<file path="src/hdl/cpu_pkg.sv">
// --------------------
// cpu shared definitions
// word and register sizes, opcode and phase codes, control and bus bundles
// --------------------

package cpu_pkg;

	localparam int word_w = 16;
	localparam int reg_n  = 8;
	localparam int reg_aw = 3;

	// bit 0 is the msb
	typedef logic [0:word_w-1] word_t;

	// instruction bits 0..3
	typedef enum logic [3:0] {
		op_nop = 4'd0,  // also what every unknown code becomes
		op_lw  = 4'd1,  // ra <= next word
		op_tw  = 4'd2,  // ra <= mem[rb]
		op_rw  = 4'd3,  // mem[rb] <= ra
		op_aw  = 4'd4,  // ra <= ra + rb
		op_ac  = 4'd5,  // ra <= ra - rb
		op_nr  = 4'd6,  // ra <= ra & rb
		op_or  = 4'd7,  // ra <= ra | rb
		op_er  = 4'd8,  // ra <= ra ^ rb
		op_hlt = 4'd9
	} opcode_t;

	// --------------------
	// sequencer phases
	// --------------------
	typedef enum logic [2:0] {
		ph_stop  = 3'd0,
		ph_fetch = 3'd1,
		ph_arg   = 3'd2,
		ph_exec  = 3'd3,
		ph_mem   = 3'd4,
		ph_halt  = 3'd5
	} phase_t;

	// decoded instruction
	typedef struct packed {
		opcode_t           op;
		logic [reg_aw-1:0] ra;
		logic [reg_aw-1:0] rb;
		logic              need_arg; // second word follows
		logic              mem_rd;
		logic              mem_wr;
		logic              alu;      // result goes back to ra
	} ctrl_t;

	// memory bus, driven side
	typedef struct packed {
		logic  dr;
		logic  dw;
		word_t dad;
		word_t ddt;
	} bus_out_t;

endpackage
</file>
<file path="src/hdl/cpu.sv">
// --------------------
// cpu top level
// sequencer, decoder, registers and arithmetic tied to bus and panel
// --------------------

`timescale 1ns/1ps

module cpu(
	input                     __clk,
	input                     rst_n,

	// control panel
	input                     start,
	input  cpu_pkg::word_t    kl,
	output logic              run,
	output logic              hlt,

	// memory bus
	output cpu_pkg::bus_out_t bus,
	input  cpu_pkg::word_t    rdt,
	input                     ok
);

	cpu_pkg::phase_t phase;
	cpu_pkg::ctrl_t  ctrl;
	logic            ir_load, ic_step, ar_load, reg_we;
	logic            flags_we, z_alu, c_alu;
	cpu_pkg::word_t  qa, qb, wdata;

	cpu_timing timing(
		.__clk(__clk), .rst_n(rst_n), .start(start), .ok(ok), .ctrl(ctrl),
		.phase(phase), .ir_load(ir_load), .ic_step(ic_step), .ar_load(ar_load),
		.reg_we(reg_we), .run(run), .hlt(hlt)
	);

	cpu_decoder decoder(
		.__clk(__clk), .rst_n(rst_n), .ir_load(ir_load), .rdt(rdt), .ctrl(ctrl)
	);

	cpu_regs regs(
		.__clk(__clk), .rst_n(rst_n), .ra(ctrl.ra), .rb(ctrl.rb), .we(reg_we),
		.wdata(wdata), .flags_we(flags_we), .z_in(z_alu), .c_in(c_alu),
		.qa(qa), .qb(qb), .z(), .c()
	);

	cpu_arith arith(
		.__clk(__clk), .rst_n(rst_n), .phase(phase), .ctrl(ctrl), .kl(kl),
		.start(start), .ic_step(ic_step), .ar_load(ar_load), .qa(qa), .qb(qb),
		.rdt(rdt), .wdata(wdata), .flags_we(flags_we), .z_out(z_alu),
		.c_out(c_alu), .bus(bus)
	);

endmodule

</file>
<file path="src/hdl/cpu_arith.sv">
// --------------------
// cpu arithmetic and address path
// alu, instruction counter, address register, bus address/data
// --------------------

`timescale 1ns/1ps

module cpu_arith(
	input                      __clk,
	input                      rst_n,
	input  cpu_pkg::phase_t    phase,
	input  cpu_pkg::ctrl_t     ctrl,
	input  cpu_pkg::word_t     kl,
	input                      start,
	input                      ic_step,
	input                      ar_load,
	input  cpu_pkg::word_t     qa,
	input  cpu_pkg::word_t     qb,
	input  cpu_pkg::word_t     rdt,
	output cpu_pkg::word_t     wdata,
	output logic               flags_we,
	output logic               z_out,
	output logic               c_out,
	output cpu_pkg::bus_out_t  bus
);

	cpu_pkg::word_t ic;      // instruction counter
	cpu_pkg::word_t ar;      // memory operand address
	cpu_pkg::word_t alu_res;
	logic           alu_c;

	// --------------------
	// ic and ar
	// --------------------
	always_ff @(posedge __clk) begin
		if (!rst_n) begin
			ic <= '0;
		end else if (start && (phase == cpu_pkg::ph_stop)) begin
			ic <= kl; // panel keys
		end else if (ic_step) begin
			ic <= ic + 1'b1;
		end
	end

	always_ff @(posedge __clk) begin
		if (ar_load) ar <= qb;
	end

	// --------------------
	// alu
	// --------------------
	always_comb begin
		alu_res = qa;
		alu_c = 1'b0; // logic ops clear carry
		case (ctrl.op)
			cpu_pkg::op_aw: {alu_c, alu_res} = {1'b0, qa} + {1'b0, qb};
			cpu_pkg::op_ac: {alu_c, alu_res} = {1'b0, qa} - {1'b0, qb}; // carry is borrow
			cpu_pkg::op_nr: alu_res = qa & qb;
			cpu_pkg::op_or: alu_res = qa | qb;
			cpu_pkg::op_er: alu_res = qa ^ qb;
			default: alu_res = qa;
		endcase
	end

	assign flags_we = (phase == cpu_pkg::ph_exec) && ctrl.alu;
	assign z_out = (alu_res == '0);
	assign c_out = alu_c;

	// exec writes the alu, arg and mem write the bus word
	assign wdata = (phase == cpu_pkg::ph_exec) ? alu_res : rdt;

	// bus strobes, address and data from the phase
	always_comb begin
		bus = '0;
		case (phase)
			cpu_pkg::ph_fetch, cpu_pkg::ph_arg: begin
				bus.dr = 1'b1;
				bus.dad = ic;
			end
			cpu_pkg::ph_mem: begin
				bus.dr = ctrl.mem_rd;
				bus.dw = ctrl.mem_wr;
				bus.dad = ar;
				if (ctrl.mem_wr) bus.ddt = qa;
			end
			default: bus = '0;
		endcase
	end

endmodule

</file>
<file path="src/hdl/cpu_regs.sv">
// --------------------
// cpu general registers
// eight words, two read ports, one write port, zero and carry flags
// --------------------

`timescale 1ns/1ps

module cpu_regs(
	input                               __clk,
	input                               rst_n,
	input        [cpu_pkg::reg_aw-1:0] ra,
	input        [cpu_pkg::reg_aw-1:0] rb,
	input                               we,
	input  cpu_pkg::word_t              wdata,
	input                               flags_we,
	input                               z_in,
	input                               c_in,
	output cpu_pkg::word_t              qa,
	output cpu_pkg::word_t              qb,
	output logic                        z,
	output logic                        c
);

	cpu_pkg::word_t gr [cpu_pkg::reg_n];

	// write always targets ra
	always_ff @(posedge __clk) begin
		if (!rst_n) begin
			for (int i = 0; i < cpu_pkg::reg_n; i++) begin
				gr[i] <= '0;
			end
		end else if (we) begin
			gr[ra] <= wdata;
		end
	end

	// flags follow alu instructions only
	always_ff @(posedge __clk) begin
		if (!rst_n) begin
			z <= 1'b0;
			c <= 1'b0;
		end else if (flags_we) begin
			z <= z_in;
			c <= c_in;
		end
	end

	assign qa = gr[ra];
	assign qb = gr[rb];

endmodule

</file>
<file path="src/hdl/cpu_decoder.sv">
// --------------------
// cpu instruction decoder
// holds ir, decodes opcode and register fields
// --------------------

`timescale 1ns/1ps

module cpu_decoder(
	input                  __clk,
	input                  rst_n,
	input                  ir_load,
	input  cpu_pkg::word_t rdt,
	output cpu_pkg::ctrl_t ctrl
);

	logic [0:9]       ir; // bits 10..15 carry nothing
	cpu_pkg::opcode_t code;

	always_ff @(posedge __clk) begin
		if (!rst_n) begin
			ir <= '0; // decodes as nop
		end else if (ir_load) begin
			ir <= rdt[0:9];
		end
	end

	assign code = cpu_pkg::opcode_t'(ir[0:3]);

	always_comb begin
		ctrl = '0;
		ctrl.op = cpu_pkg::op_nop;
		ctrl.ra = ir[4:6];
		ctrl.rb = ir[7:9];
		case (code)
			cpu_pkg::op_lw: begin
				ctrl.op = code;
				ctrl.need_arg = 1'b1;
			end
			cpu_pkg::op_tw: begin
				ctrl.op = code;
				ctrl.mem_rd = 1'b1;
			end
			cpu_pkg::op_rw: begin
				ctrl.op = code;
				ctrl.mem_wr = 1'b1;
			end
			cpu_pkg::op_aw, cpu_pkg::op_ac, cpu_pkg::op_nr,
			cpu_pkg::op_or, cpu_pkg::op_er: begin
				ctrl.op = code;
				ctrl.alu = 1'b1;
			end
			cpu_pkg::op_hlt: ctrl.op = code;
			default: ctrl.op = cpu_pkg::op_nop; // unknown codes
		endcase
	end

endmodule

</file>
<file path="src/hdl/cpu_timing.sv">
// --------------------
// cpu timing sequencer
// steps fetch/exec/arg/mem/halt phases and turns bus ok into load enables
// --------------------

`timescale 1ns/1ps

module cpu_timing(
	input                   __clk,
	input                   rst_n,
	input                   start,
	input                   ok,
	input  cpu_pkg::ctrl_t  ctrl,
	output cpu_pkg::phase_t phase,
	output logic            ir_load,
	output logic            ic_step,
	output logic            ar_load,
	output logic            reg_we,
	output logic            run,
	output logic            hlt
);

	cpu_pkg::phase_t phase_nxt;

	// --------------------
	// phase register
	// --------------------
	always_ff @(posedge __clk) begin
		if (!rst_n) begin
			phase <= cpu_pkg::ph_stop;
		end else begin
			phase <= phase_nxt;
		end
	end

	// exec is the first phase with a valid ir, so it picks the rest
	always_comb begin
		phase_nxt = phase;
		case (phase)
			cpu_pkg::ph_stop:  if (start) phase_nxt = cpu_pkg::ph_fetch;
			cpu_pkg::ph_fetch: if (ok) phase_nxt = cpu_pkg::ph_exec;
			cpu_pkg::ph_exec: begin
				if (ctrl.op == cpu_pkg::op_hlt) phase_nxt = cpu_pkg::ph_halt;
				else if (ctrl.need_arg) phase_nxt = cpu_pkg::ph_arg;
				else if (ctrl.mem_rd || ctrl.mem_wr) phase_nxt = cpu_pkg::ph_mem;
				else phase_nxt = cpu_pkg::ph_fetch;
			end
			cpu_pkg::ph_arg:   if (ok) phase_nxt = cpu_pkg::ph_fetch;
			cpu_pkg::ph_mem:   if (ok) phase_nxt = cpu_pkg::ph_fetch;
			cpu_pkg::ph_halt:  phase_nxt = cpu_pkg::ph_halt; // only reset leaves
			default:           phase_nxt = cpu_pkg::ph_stop;
		endcase
	end

	// --------------------
	// load enables
	// --------------------
	assign ir_load = (phase == cpu_pkg::ph_fetch) && ok;
	assign ic_step = ((phase == cpu_pkg::ph_fetch) || (phase == cpu_pkg::ph_arg)) && ok;
	assign ar_load = (phase == cpu_pkg::ph_exec) && (ctrl.mem_rd || ctrl.mem_wr);

	// alu result, argument word or memory word into ra
	assign reg_we = ((phase == cpu_pkg::ph_exec) && ctrl.alu)
		|| ((phase == cpu_pkg::ph_arg) && ok)
		|| ((phase == cpu_pkg::ph_mem) && ok && ctrl.mem_rd);

	// panel lamps
	assign hlt = (phase == cpu_pkg::ph_halt);
	assign run = (phase != cpu_pkg::ph_stop) && (phase != cpu_pkg::ph_halt);

endmodule

</file>
<file path="config.mk">
export PLATFORM = sky130hd
export DESIGN_NAME = cpu
export DESIGN_NICKNAME = d
export VERILOG_FILES = /design/src/hdl/cpu_pkg.sv /design/src/hdl/cpu.sv /design/src/hdl/cpu_arith.sv /design/src/hdl/cpu_regs.sv /design/src/hdl/cpu_decoder.sv /design/src/hdl/cpu_timing.sv
export SDC_FILE = /design/constraint.sdc
export NUM_CORES = 1
export LEC_CHECK = 0
export BUFFER_PORTS_ARGS = -buffer_cell sky130_fd_sc_hd__buf_2
export CORE_AREA = 3 3 197 199
export CTS_BUF_LIST = sky130_fd_sc_hd__clkbuf_8 sky130_fd_sc_hd__clkbuf_16
export DETAILED_ROUTE_END_ITERATION = 16
export DIE_AREA = 0 0 200 202
export SLEW_MARGIN = 15
export SYNTH_ARGS = -nofsm -noshare
export SYNTH_HDL_FRONTEND = slang
export SYNTH_SLANG_ARGS = --single-unit
</file>
<file path="constraint.sdc">
create_clock -name __clk -period 4.7 [get_ports __clk]
set_input_delay 0.235 -clock __clk [delete_from_list [all_inputs] [get_ports __clk]]
set_output_delay 0.235 -clock __clk [all_outputs]
set_load 0.01 [all_outputs]
</file>
* Word-level counts from Yosys, hierarchy flattened
Memories as Yosys holds them, arrays and structs flattened. A register that Yosys moved wholly into a read port is not among the register bits. Cells that the tools add are included.
Operators by class: reduce and logical (&&, ||, !) cells 22, equal/unequal tests 24, multipliers 0, div/mod/pow operators 0, bitwise operators 3, mux-type cells 32, $add $sub $neg 3, order comparisons 0, shift operators 0
Operators with widths (number):
- $mux 16 | 6
- $pmux 16 s5 | 1
- $mux 3 | 11
- $eq 4x3->1 const B | 8
- $pmux 16 s2 | 1
- $add 16x1->16 const B | 1
- $add 16x16->16 | 1
- $and 16x16->16 | 1
- $eq 4x4->1 const B | 4
- $or 16x16->16 | 1
- $reduce_or 16->1 | 1
- $sub 16x16->16 | 1
- $xor 16x16->16 | 1
- $pmux 3 s5 | 1
- $mux 1 | 10
- $logic_and 1x1->1 | 9
- $reduce_or 9->1 | 1
- $eq 4x2->1 const B | 2
- $eq 3x2->1 const B | 2
- $eq 3x3->1 const B | 2
- $reduce_or 5->1 | 1
- $eq 4x1->1 const B | 1
- $logic_or 1x1->1 | 4
- $mux 4 | 1
- other kinds (10) | 12
Storage, ports and cells: memory bits (writable) 128, ROM bits 0, memories 1, bits in latches 0, input port bits 36, flip-flop bits (word level) 45
Memory list:
- regs.gr | words 8, width 16, read ports 2, clocked after Yosys merged registers in 2, write ports 8, RTL line cpu_regs.sv:24 | cpu_pkg::word_t gr [cpu_pkg::reg_n];

* Depth between registers and ports, before layout
Gate-level depths: netlist (run 1).
depth in word-level cells 11, gate-level depth with buffers 19, mapped depth without buffers 18

* Cells and area by module
From an unflattened synthesis (run 1), not the netlist that was laid out.
Unflattened totals: cells, all modules 1099, area, all modules 12404.4 um2
Modules (own cells, without submodules):
- cpu_regs | area each 6932.9 um2, seq. area each 3883.7 um2, times used 1, cells each 415
- cpu_arith | area each 4673.2 um2, seq. area each 800.8 um2, times used 1, cells each 601
- cpu_decoder | area each 498.0 um2, seq. area each 200.2 um2, times used 1, cells each 47
- cpu_timing | area each 300.3 um2, seq. area each 60.1 um2, times used 1, cells each 36

* Worst setup path before layout (run 1)
OpenSTA, ideal clock, no wires.
path type flip-flop to flip-flop, start point register with a tool-made name, end point memory regs.gr[6][15] (netlist bit), data pin, path slack 347 ps, required time 4550 ps, stages on the path, launching flop included 17, library setup time 150 ps, data arrival time 4203 ps, cells stage by stage dfxtp_1 -> buf_6 -> buf_6 -> mux4_2 -> mux2i_4 -> ha_1 -> and2_1 -> a31oi_1 -> xnor2_1 -> ha_1 -> a2111oi_0 -> a2111oi_0 -> or3_1 -> a31o_2 -> nor3b_1 -> o211ai_2 -> a21oi_1
RTL lines (RTL line):
- to (decl) | cpu_regs.sv:24

==> results of run 1 <==
-- Yosys cell counts, types with 3 or more instances --
cell	instances
o31a_1	4
inv_1	46
o211ai_1	8
mux4_2	64
o21a_1	6
edfxtp_1	144
a21oi_1	61
xor2_1	14
or2_2	3
a221oi_1	4
nand3_1	14
buf_2	6
nor2b_1	5
mux2i_2	6
nand2b_1	9
and2_1	4
a22o_1	16
and3_1	4
a21o_1	5
o22ai_1	8
clkbuf_1	44
a211oi_1	20
nand3b_1	4
inv_2	6
nor3_1	19
mux2i_1	29
or3_1	3
buf_6	4
xnor2_1	21
o31ai_1	6
dfxtp_1	35
o21ai_0	32
nand2_1	71
ha_1	49
a31oi_1	7
nor3b_1	4
a22oi_1	6
a2111oi_0	4
nor2_1	197
nand4_1	3
-- metrics by stage --
step           setup TNS (ns)  setup slack (ns)
2_1_floorplan               0            0.3471
3_3_place_gp                0            0.1442
3_5_place_dp                0           0.06625
4_1_cts                     0           0.02849
5_1_grt                -1.103           -0.1067
6_report                    0            0.1771
-- final timing paths --
| kind | slack (ns) | end | from |
|---|---|---|---|
| hold reg to reg | 0.47 | decoder.ir[7] | decoder.ir[7] |
| setup / recovery | 0.18 | regs.gr[5][15] | flip-flop |
| hold / removal | 0.04 | arith.ic[10] | kl[10] |
| setup reg to reg | 0.18 | regs.gr[5][15] | flip-flop |
-- final cells by class --
type                    instances  area [um2]  area share
clock buffers                  17       425.4     0.03186
repair buffers                162        1110     0.08311
well taps                     511       639.4     0.04788
multi-input cells             741        5758      0.4312
flip-flops and latches        179        5030      0.3767
inverters                      52       195.2     0.01462
clock inverters                15       192.7     0.01443
diodes                          1       2.502   0.0001874
-- routing by layer --
metal	part of all wire	vias to the layer above	track usage
met1	0.40	4430	0.2227
met2	0.48	415	0.2863
met4	0.042	0	0.06854
li1	-	4074	-
met5	0	-	0
met3	0.072	67	0.03117
-- registers in the layout, indices dropped and copies added (netlist names), named ones only --
name / cells
decoder.ir: 10
arith.ar: 16
arith.ic: 16
regs.gr: 128
timing.phase: 3
-- power by group through the flow --
stage	combinational [W]	sequential, W	clock, W
after floorplan	0.000717	0.00184	0
after global placement	0.00106	0.00187	0
after detailed placement	0.00107	0.00188	0
after CTS	0.00108	0.00184	0.00151
after global routing	0.00122	0.00185	0.00157
final	0.00112	0.00184	0.00149
-- what timing repair did --
item / 4_1_cts / 5_1_grt
endpoints found under the setup margin: 0 / 56
gates resized for setup: 0 / 21
setup buffers: 0 / 2
-- worst max-delay path, stage by stage, from the launching register on --
cell	delay, ns
dfxtp_1	0.38
buf_12	0.19
o311ai_2	0.31
o32ai_1	0.15
buf_4	0.18
nor4b_4	0.38
a31oi_1	0.16
xnor2_1	0.16
ha_1	0.36
a2111o_1	0.43
o21ai_1	0.12
a2111oi_0	0.10
buf_4	0.17
or3_1	0.39
a31o_2	0.27
nor3b_4	0.24
o211ai_4	0.17
a21oi_1	0.20
-- cells in the final DEF, fill, tap and decap left out, types with 33 or more instances in the layout --
cell type,Yosys,final
ha_1,49,49
nor2_1,197,197
mux4_2,64,64
nand2_1,71,71
a21oi_1,61,58
inv_1,46,46
dfxtp_1,35,33
edfxtp_1,144,144
buf_4,0,85
buf_2,6,71
-- kinds of logic after synthesis --
logic type / after synthesis
and+or+nand+nor: 351
AOI/OAI and AO/OA: 204
DFF: 179
buffers and inverters: 108
muxes: 101
adders and majority gates: 50
xor gates and xnor gates: 35
==> impl_results.md, run 1 <==
* CP startpoint kind: flip-flop
* Mean Syn Cell Area at 10.84 um2
* Syn Nets at 1114
* Largest family of logic cells by synthesized area: multiplexers
* CP required at 5.00 ns
* Lkg Pwr at 5.057 nW
* Ranking of synthesized cells by area: edfxtp_1, mux4_2, nor2_1
* Initial DRC count at 1013
* P_int at 0.003025 W
* Sequential area share after synthesis at 0.4508
* Syn Std Cell Area at 11150 um2
* Slew Limit Fails at 0
* CP Class: reg -> reg
* Register bit total from synthesis at 179
* Asr flop ratio synth at 0
* Slew @ Worst Pin at 1.068 ns
* Dpl cells at 1642
* Post-synthesis mux area share at 0.1658
* Final core occ at 0.3570
* IO Port Bufs at 71
* Die span in x at 200 um
* Routed vias at 8986
* Max IR drop VDD at 0.0002371 V
* Area delta synth->final at 19.79%
* Min-Delay Path Depth at 3
* Share of cells above drive strength 1 at 0.2556
* Die Y at 202 um
* Worst hold path class: in -> reg
* Outcome: complete, no violations
* Flop pwr share at 0.414
* Post-synth EDFFs at 144
* Count of final setup violators at 0
* Power per cell area at 333.6 nW/um2
* Share of the synthesized area in the top cell type at 0.3879
* Global-route wire length before repair at 52470 um
* Non-filler instance count after layout at 1678
* Compound-gate portion of the synthesized area at 0.1203
* WP data arrival at 4.82 ns
* Cell area after layout at 13350 um2
* Fmax at 0.2211 GHz
* Core area at 37400 um2
* Clk root buf: clkbuf_16
* Final ANT Viol Nets at 0
* Clk buf depth at 2
* Final Skew at 0.02086 ns
* Worst r2r path cells at 17
* Cell taking the most area after synthesis: edfxtp_1
* Synth Area in Simple Gates at 0.1391
* Hpwl dp at 25520 um
* Total track usage at 0.1724
* Placed inst area at 12610 um2
* CTS tree: yes
* Cells after Synth at 1028
* Die area at 40400 um2
* Initial antenna violation count at 1
* Net count, final at 1239
* Filler Cells Inserted at 3703
* GPL Wtd Cong at 0.9137
* GRT overflow at 0
* Post-CTS Hold Buffers at 0
* Clock sinks at 179
* Wire per inst at 21.20 um
* Num rows at 71
* Total Wirelength at 35570 um
* Via density at 5.355
* Post-route DRC at 0
* Fin crit period at 4.523 ns
* IO Pins at 72
* Hold violation total from the final report at 0
* Xor/xnor cell area share of the yosys netlist at 0.02750
* Drt first pass iters at 5
* Initial Util at 0.2980
* CP Capture Type: flip-flop
* Critical Path Fanout Max at 23
* Max-slew headroom at 0.2863
* Clock share of power at 0.334
* CTS H-tree depth at 4
* Pin count of the biggest net entering global routing at 36
* Distinct cells, synth at 69
* Gate power share at 0.252
* Worst Hold Slack at 0.04399 ns
* CTS buffer count at 17
* Yosys warnings at 0
* Switching power at 0.001429 W
* Switching share of power at 0.3208
* Most used DFF post-synth: edfxtp_1
* Synth Area in Adders at 0.05680
* Overall power at 0.004454 W
* Max_cap viols at 0
* Worst-skew pair later-pin latency at 0.45 ns
* Clock slew at reported path FFs at 0.08 ns
* Ratio of final minimum period to clock period at 0.9623
* Vias in the first global route at 8713
(Power assumes the default switching activity.)
==> inputs of run 2 (changes only) <==
--- a/config.mk
+++ b/config.mk
@@ -6,10 +6,11 @@
 export NUM_CORES = 1
 export LEC_CHECK = 0
 export BUFFER_PORTS_ARGS = -buffer_cell sky130_fd_sc_hd__buf_2
-export CORE_AREA = 3 3 197 199
+export CORE_AREA = 3 3 235 168
 export CTS_BUF_LIST = sky130_fd_sc_hd__clkbuf_8 sky130_fd_sc_hd__clkbuf_16
 export DETAILED_ROUTE_END_ITERATION = 16
-export DIE_AREA = 0 0 200 202
+export DIE_AREA = 0 0 238 171
+export MAX_ROUTING_LAYER = met4
 export SLEW_MARGIN = 15
 export SYNTH_ARGS = -nofsm -noshare
 export SYNTH_HDL_FRONTEND = slang
==> run 2 against run 1 <==
  * Flip-flop and latch count did not move
  * Critical path type unchanged
  * Critical path depth rose by 3
  * Largest power group unchanged
  * Clock power fell by 5%
  * Setup slack improved by 0.0083 ns
  * Clock skew fell by 0.0087 ns
  * Hold slack improved by 0.0061 ns
  * Count of clock-buffer cells in the layout rose by 1
  * Core utilization barely moved
==> impl_results.md, run 2 (synthesized netlist as in run 1, its figures left out) <==
* Top Registers: regs.gr: 128 flops, arith.ar: 16 flops, arith.ic: 16 flops
* WP data arrival at 4.83 ns
* CTS buffer count at 17
* Max reg flops at 128
* Num rows at 59
* Max_cap viols at 0
* Area delta synth->final at 19.03%
* Clk buf depth at 2
* Global-route wire length before repair at 55700 um
* Hpwl dp at 27000 um
* CTS tree: yes
* Hold violation total from the final report at 0
* Routed vias at 9141
* Final setup TNS at 0 ns
* Min-Delay Path Depth at 3
* Fin crit period at 4.515 ns
* Non-filler instance count after layout at 1655
* Vias in the first global route at 8826
* Hold path endpoint: arith.ic[5]
* CP startpoint kind: flip-flop
* Final ANT Viol Nets at 0
* CP dominant cell by count: buf_4
* Clock share of power at 0.321
* Clock slew at reported path FFs at 0.08 ns
* CP Class: reg -> reg
* Total Wirelength at 37620 um
* GPL Wtd Cong at 0.9806
* Initial DRC count at 1073
* Lkg Pwr at 5.052 nW
* Switching share of power at 0.3156
* Die span in x at 238 um
* P_int at 0.003001 W
* Initial Util at 0.3002
* Drt first pass iters at 6
* Clock sinks at 179
* Worst hold path class: in -> reg
* Wire per inst at 22.73 um
* Commonest cells after routing, fill and taps aside: nor2_1, edfxtp_1, buf_4
* Worst-skew pair later-pin latency at 0.46 ns
* CP max stage cell: mux4_2
* Largest delay share family, worst path: simple AND/OR/NAND/NOR gates
* Net count, final at 1239
* Dpl cells at 1619
* Count of final setup violators at 0
* Critical Path Fanout Max at 18
* CP Capture Type: flip-flop
* Final Skew at 0.01212 ns
* Share of cells above drive strength 1 at 0.2513
* Hold path startpoint: kl[5]
* Reg2Reg Setup Slack at 0.19 ns
* IO Pins at 72
* Via density at 5.523
* Max IR drop VDD at 0.0002616 V
* Slew Limit Fails at 0
* Final core occ at 0.3573
* CTS H-tree depth at 4
* GRT overflow at 0
* Fmax at 0.2215 GHz
* IO Port Bufs at 71
* Die Y at 171 um
* Reg with most FFs: regs.gr
* Largest stage delay, worst path at 0.51 ns
* Max-slew headroom at 0.2331
* Slew @ Worst Pin at 1.148 ns
* Post-route DRC at 0
* Core area at 37130 um2
* Worst r2r path cells at 20
* Gate power share at 0.259
* Total track usage at 0.1905
* Clk root buf: clkbuf_16
* Ratio of final minimum period to clock period at 0.9605
* Initial antenna violation count at 2
* Switching power at 0.001384 W
* Pin count of the biggest net entering global routing at 36
* Outcome: complete, no violations
* Die area at 40700 um2
* Power per cell area at 330.5 nW/um2
* CP Cell Sequence: buf_4, buf_12, mux4_2, mux2i_1, buf_4, inv_2, nor2_2, nand2_1, nor3_1, inv_1, o21ai_0, xnor2_1, ha_1, or3_1, or3_1, a31o_2, nor3b_2, o211ai_2, buf_4, a21oi_1
* Worst reg2reg path endpoint: regs.gr[3][15]
* Buf+Inv Stages, Crit Path at 6
* Flop pwr share at 0.420
* Commonest non-fill, non-tap cell in the layout: nor2_1
* CP required at 5.02 ns
[run 2: power groups by stage]
stage | Clock [W] | Sequential [W] | Combinational (W)
6_report | 0.00141 | 0.00184 | 0.00113
5_1_grt | 0.00148 | 0.00185 | 0.00122
4_1_cts | 0.00142 | 0.00184 | 0.00109
3_5_place_dp | 0 | 0.00188 | 0.00108
3_3_place_gp | 0 | 0.00187 | 0.00107
2_1_floorplan | 0 | 0.00184 | 0.000717
[run 2: timing repair]
item                                    in CTS  in global routing
pin swaps                                    0                  6
hold buffers                                 1                  0
buffers inserted                             0                  2
endpoints found under the setup margin      16                 48
gates resized for setup                      2                 22
hold endpoints to repair                     1                  0
[run 2: per-layer routing]
| metal | track usage | up-vias | routed length [um] |
|---|---|---|---|
| met2 | 0.2640 | 483 | 16060 |
| met3 | 0.05946 | 55 | 4159 |
| met5 | - | - | 0 |
| met4 | 0.04544 | 0 | 503 |
| met1 | 0.2706 | 4539 | 16900 |
| li1 | - | 4064 | - |
[run 2: final cells by class]
class,count,area [um2]
Fill cell,3673,23860
Multi-Input combinational cell,741,5769
Sequential cell,179,5030
Timing Repair Buffer,162,1104
Tap cell,488,610.6
Clock buffer,18,439.2
Inverter,52,195.2
Clock inverter,14,117.6
Antenna cell,1,2.502
[run 2: worst max path at each step]
stage / depth (start not counted) / to / slack [ns]
finish: 20 / regs.gr[3][15] / 0.19
global route: 20 / regs.gr[3][15] / -0.008
CTS: 18 / regs.gr[3][15] / 0.03
detailed placement: 18 / regs.gr[3][15] / -0.12
global placement: 18 / regs.gr[4][15] / -0.05
floorplan: 16 / regs.gr[6][15] / 0.35
[run 2: worst min-delay path, stage by stage]
cell	delay [ns]
buf_2	0.09
nor2_1	0.09
a211oi_1	0.05
[run 2: stage by stage]
step | instance area, um2 | power (W) | worst slack, ns | hold WS, ns
2_1_floorplan | 11150 | 0.002558 | 0.3471 | 0.3710
3_3_place_gp | 12590 | 0.002945 | -0.04880 | 0.4450
3_5_place_dp | 12590 | 0.002960 | -0.1246 | 0.4588
4_1_cts | 13170 | 0.004350 | 0.02506 | 0.03132
5_1_grt | 13270 | 0.004557 | -0.008461 | 0.05126
6_report | 13270 | 0.004385 | 0.1855 | 0.05008
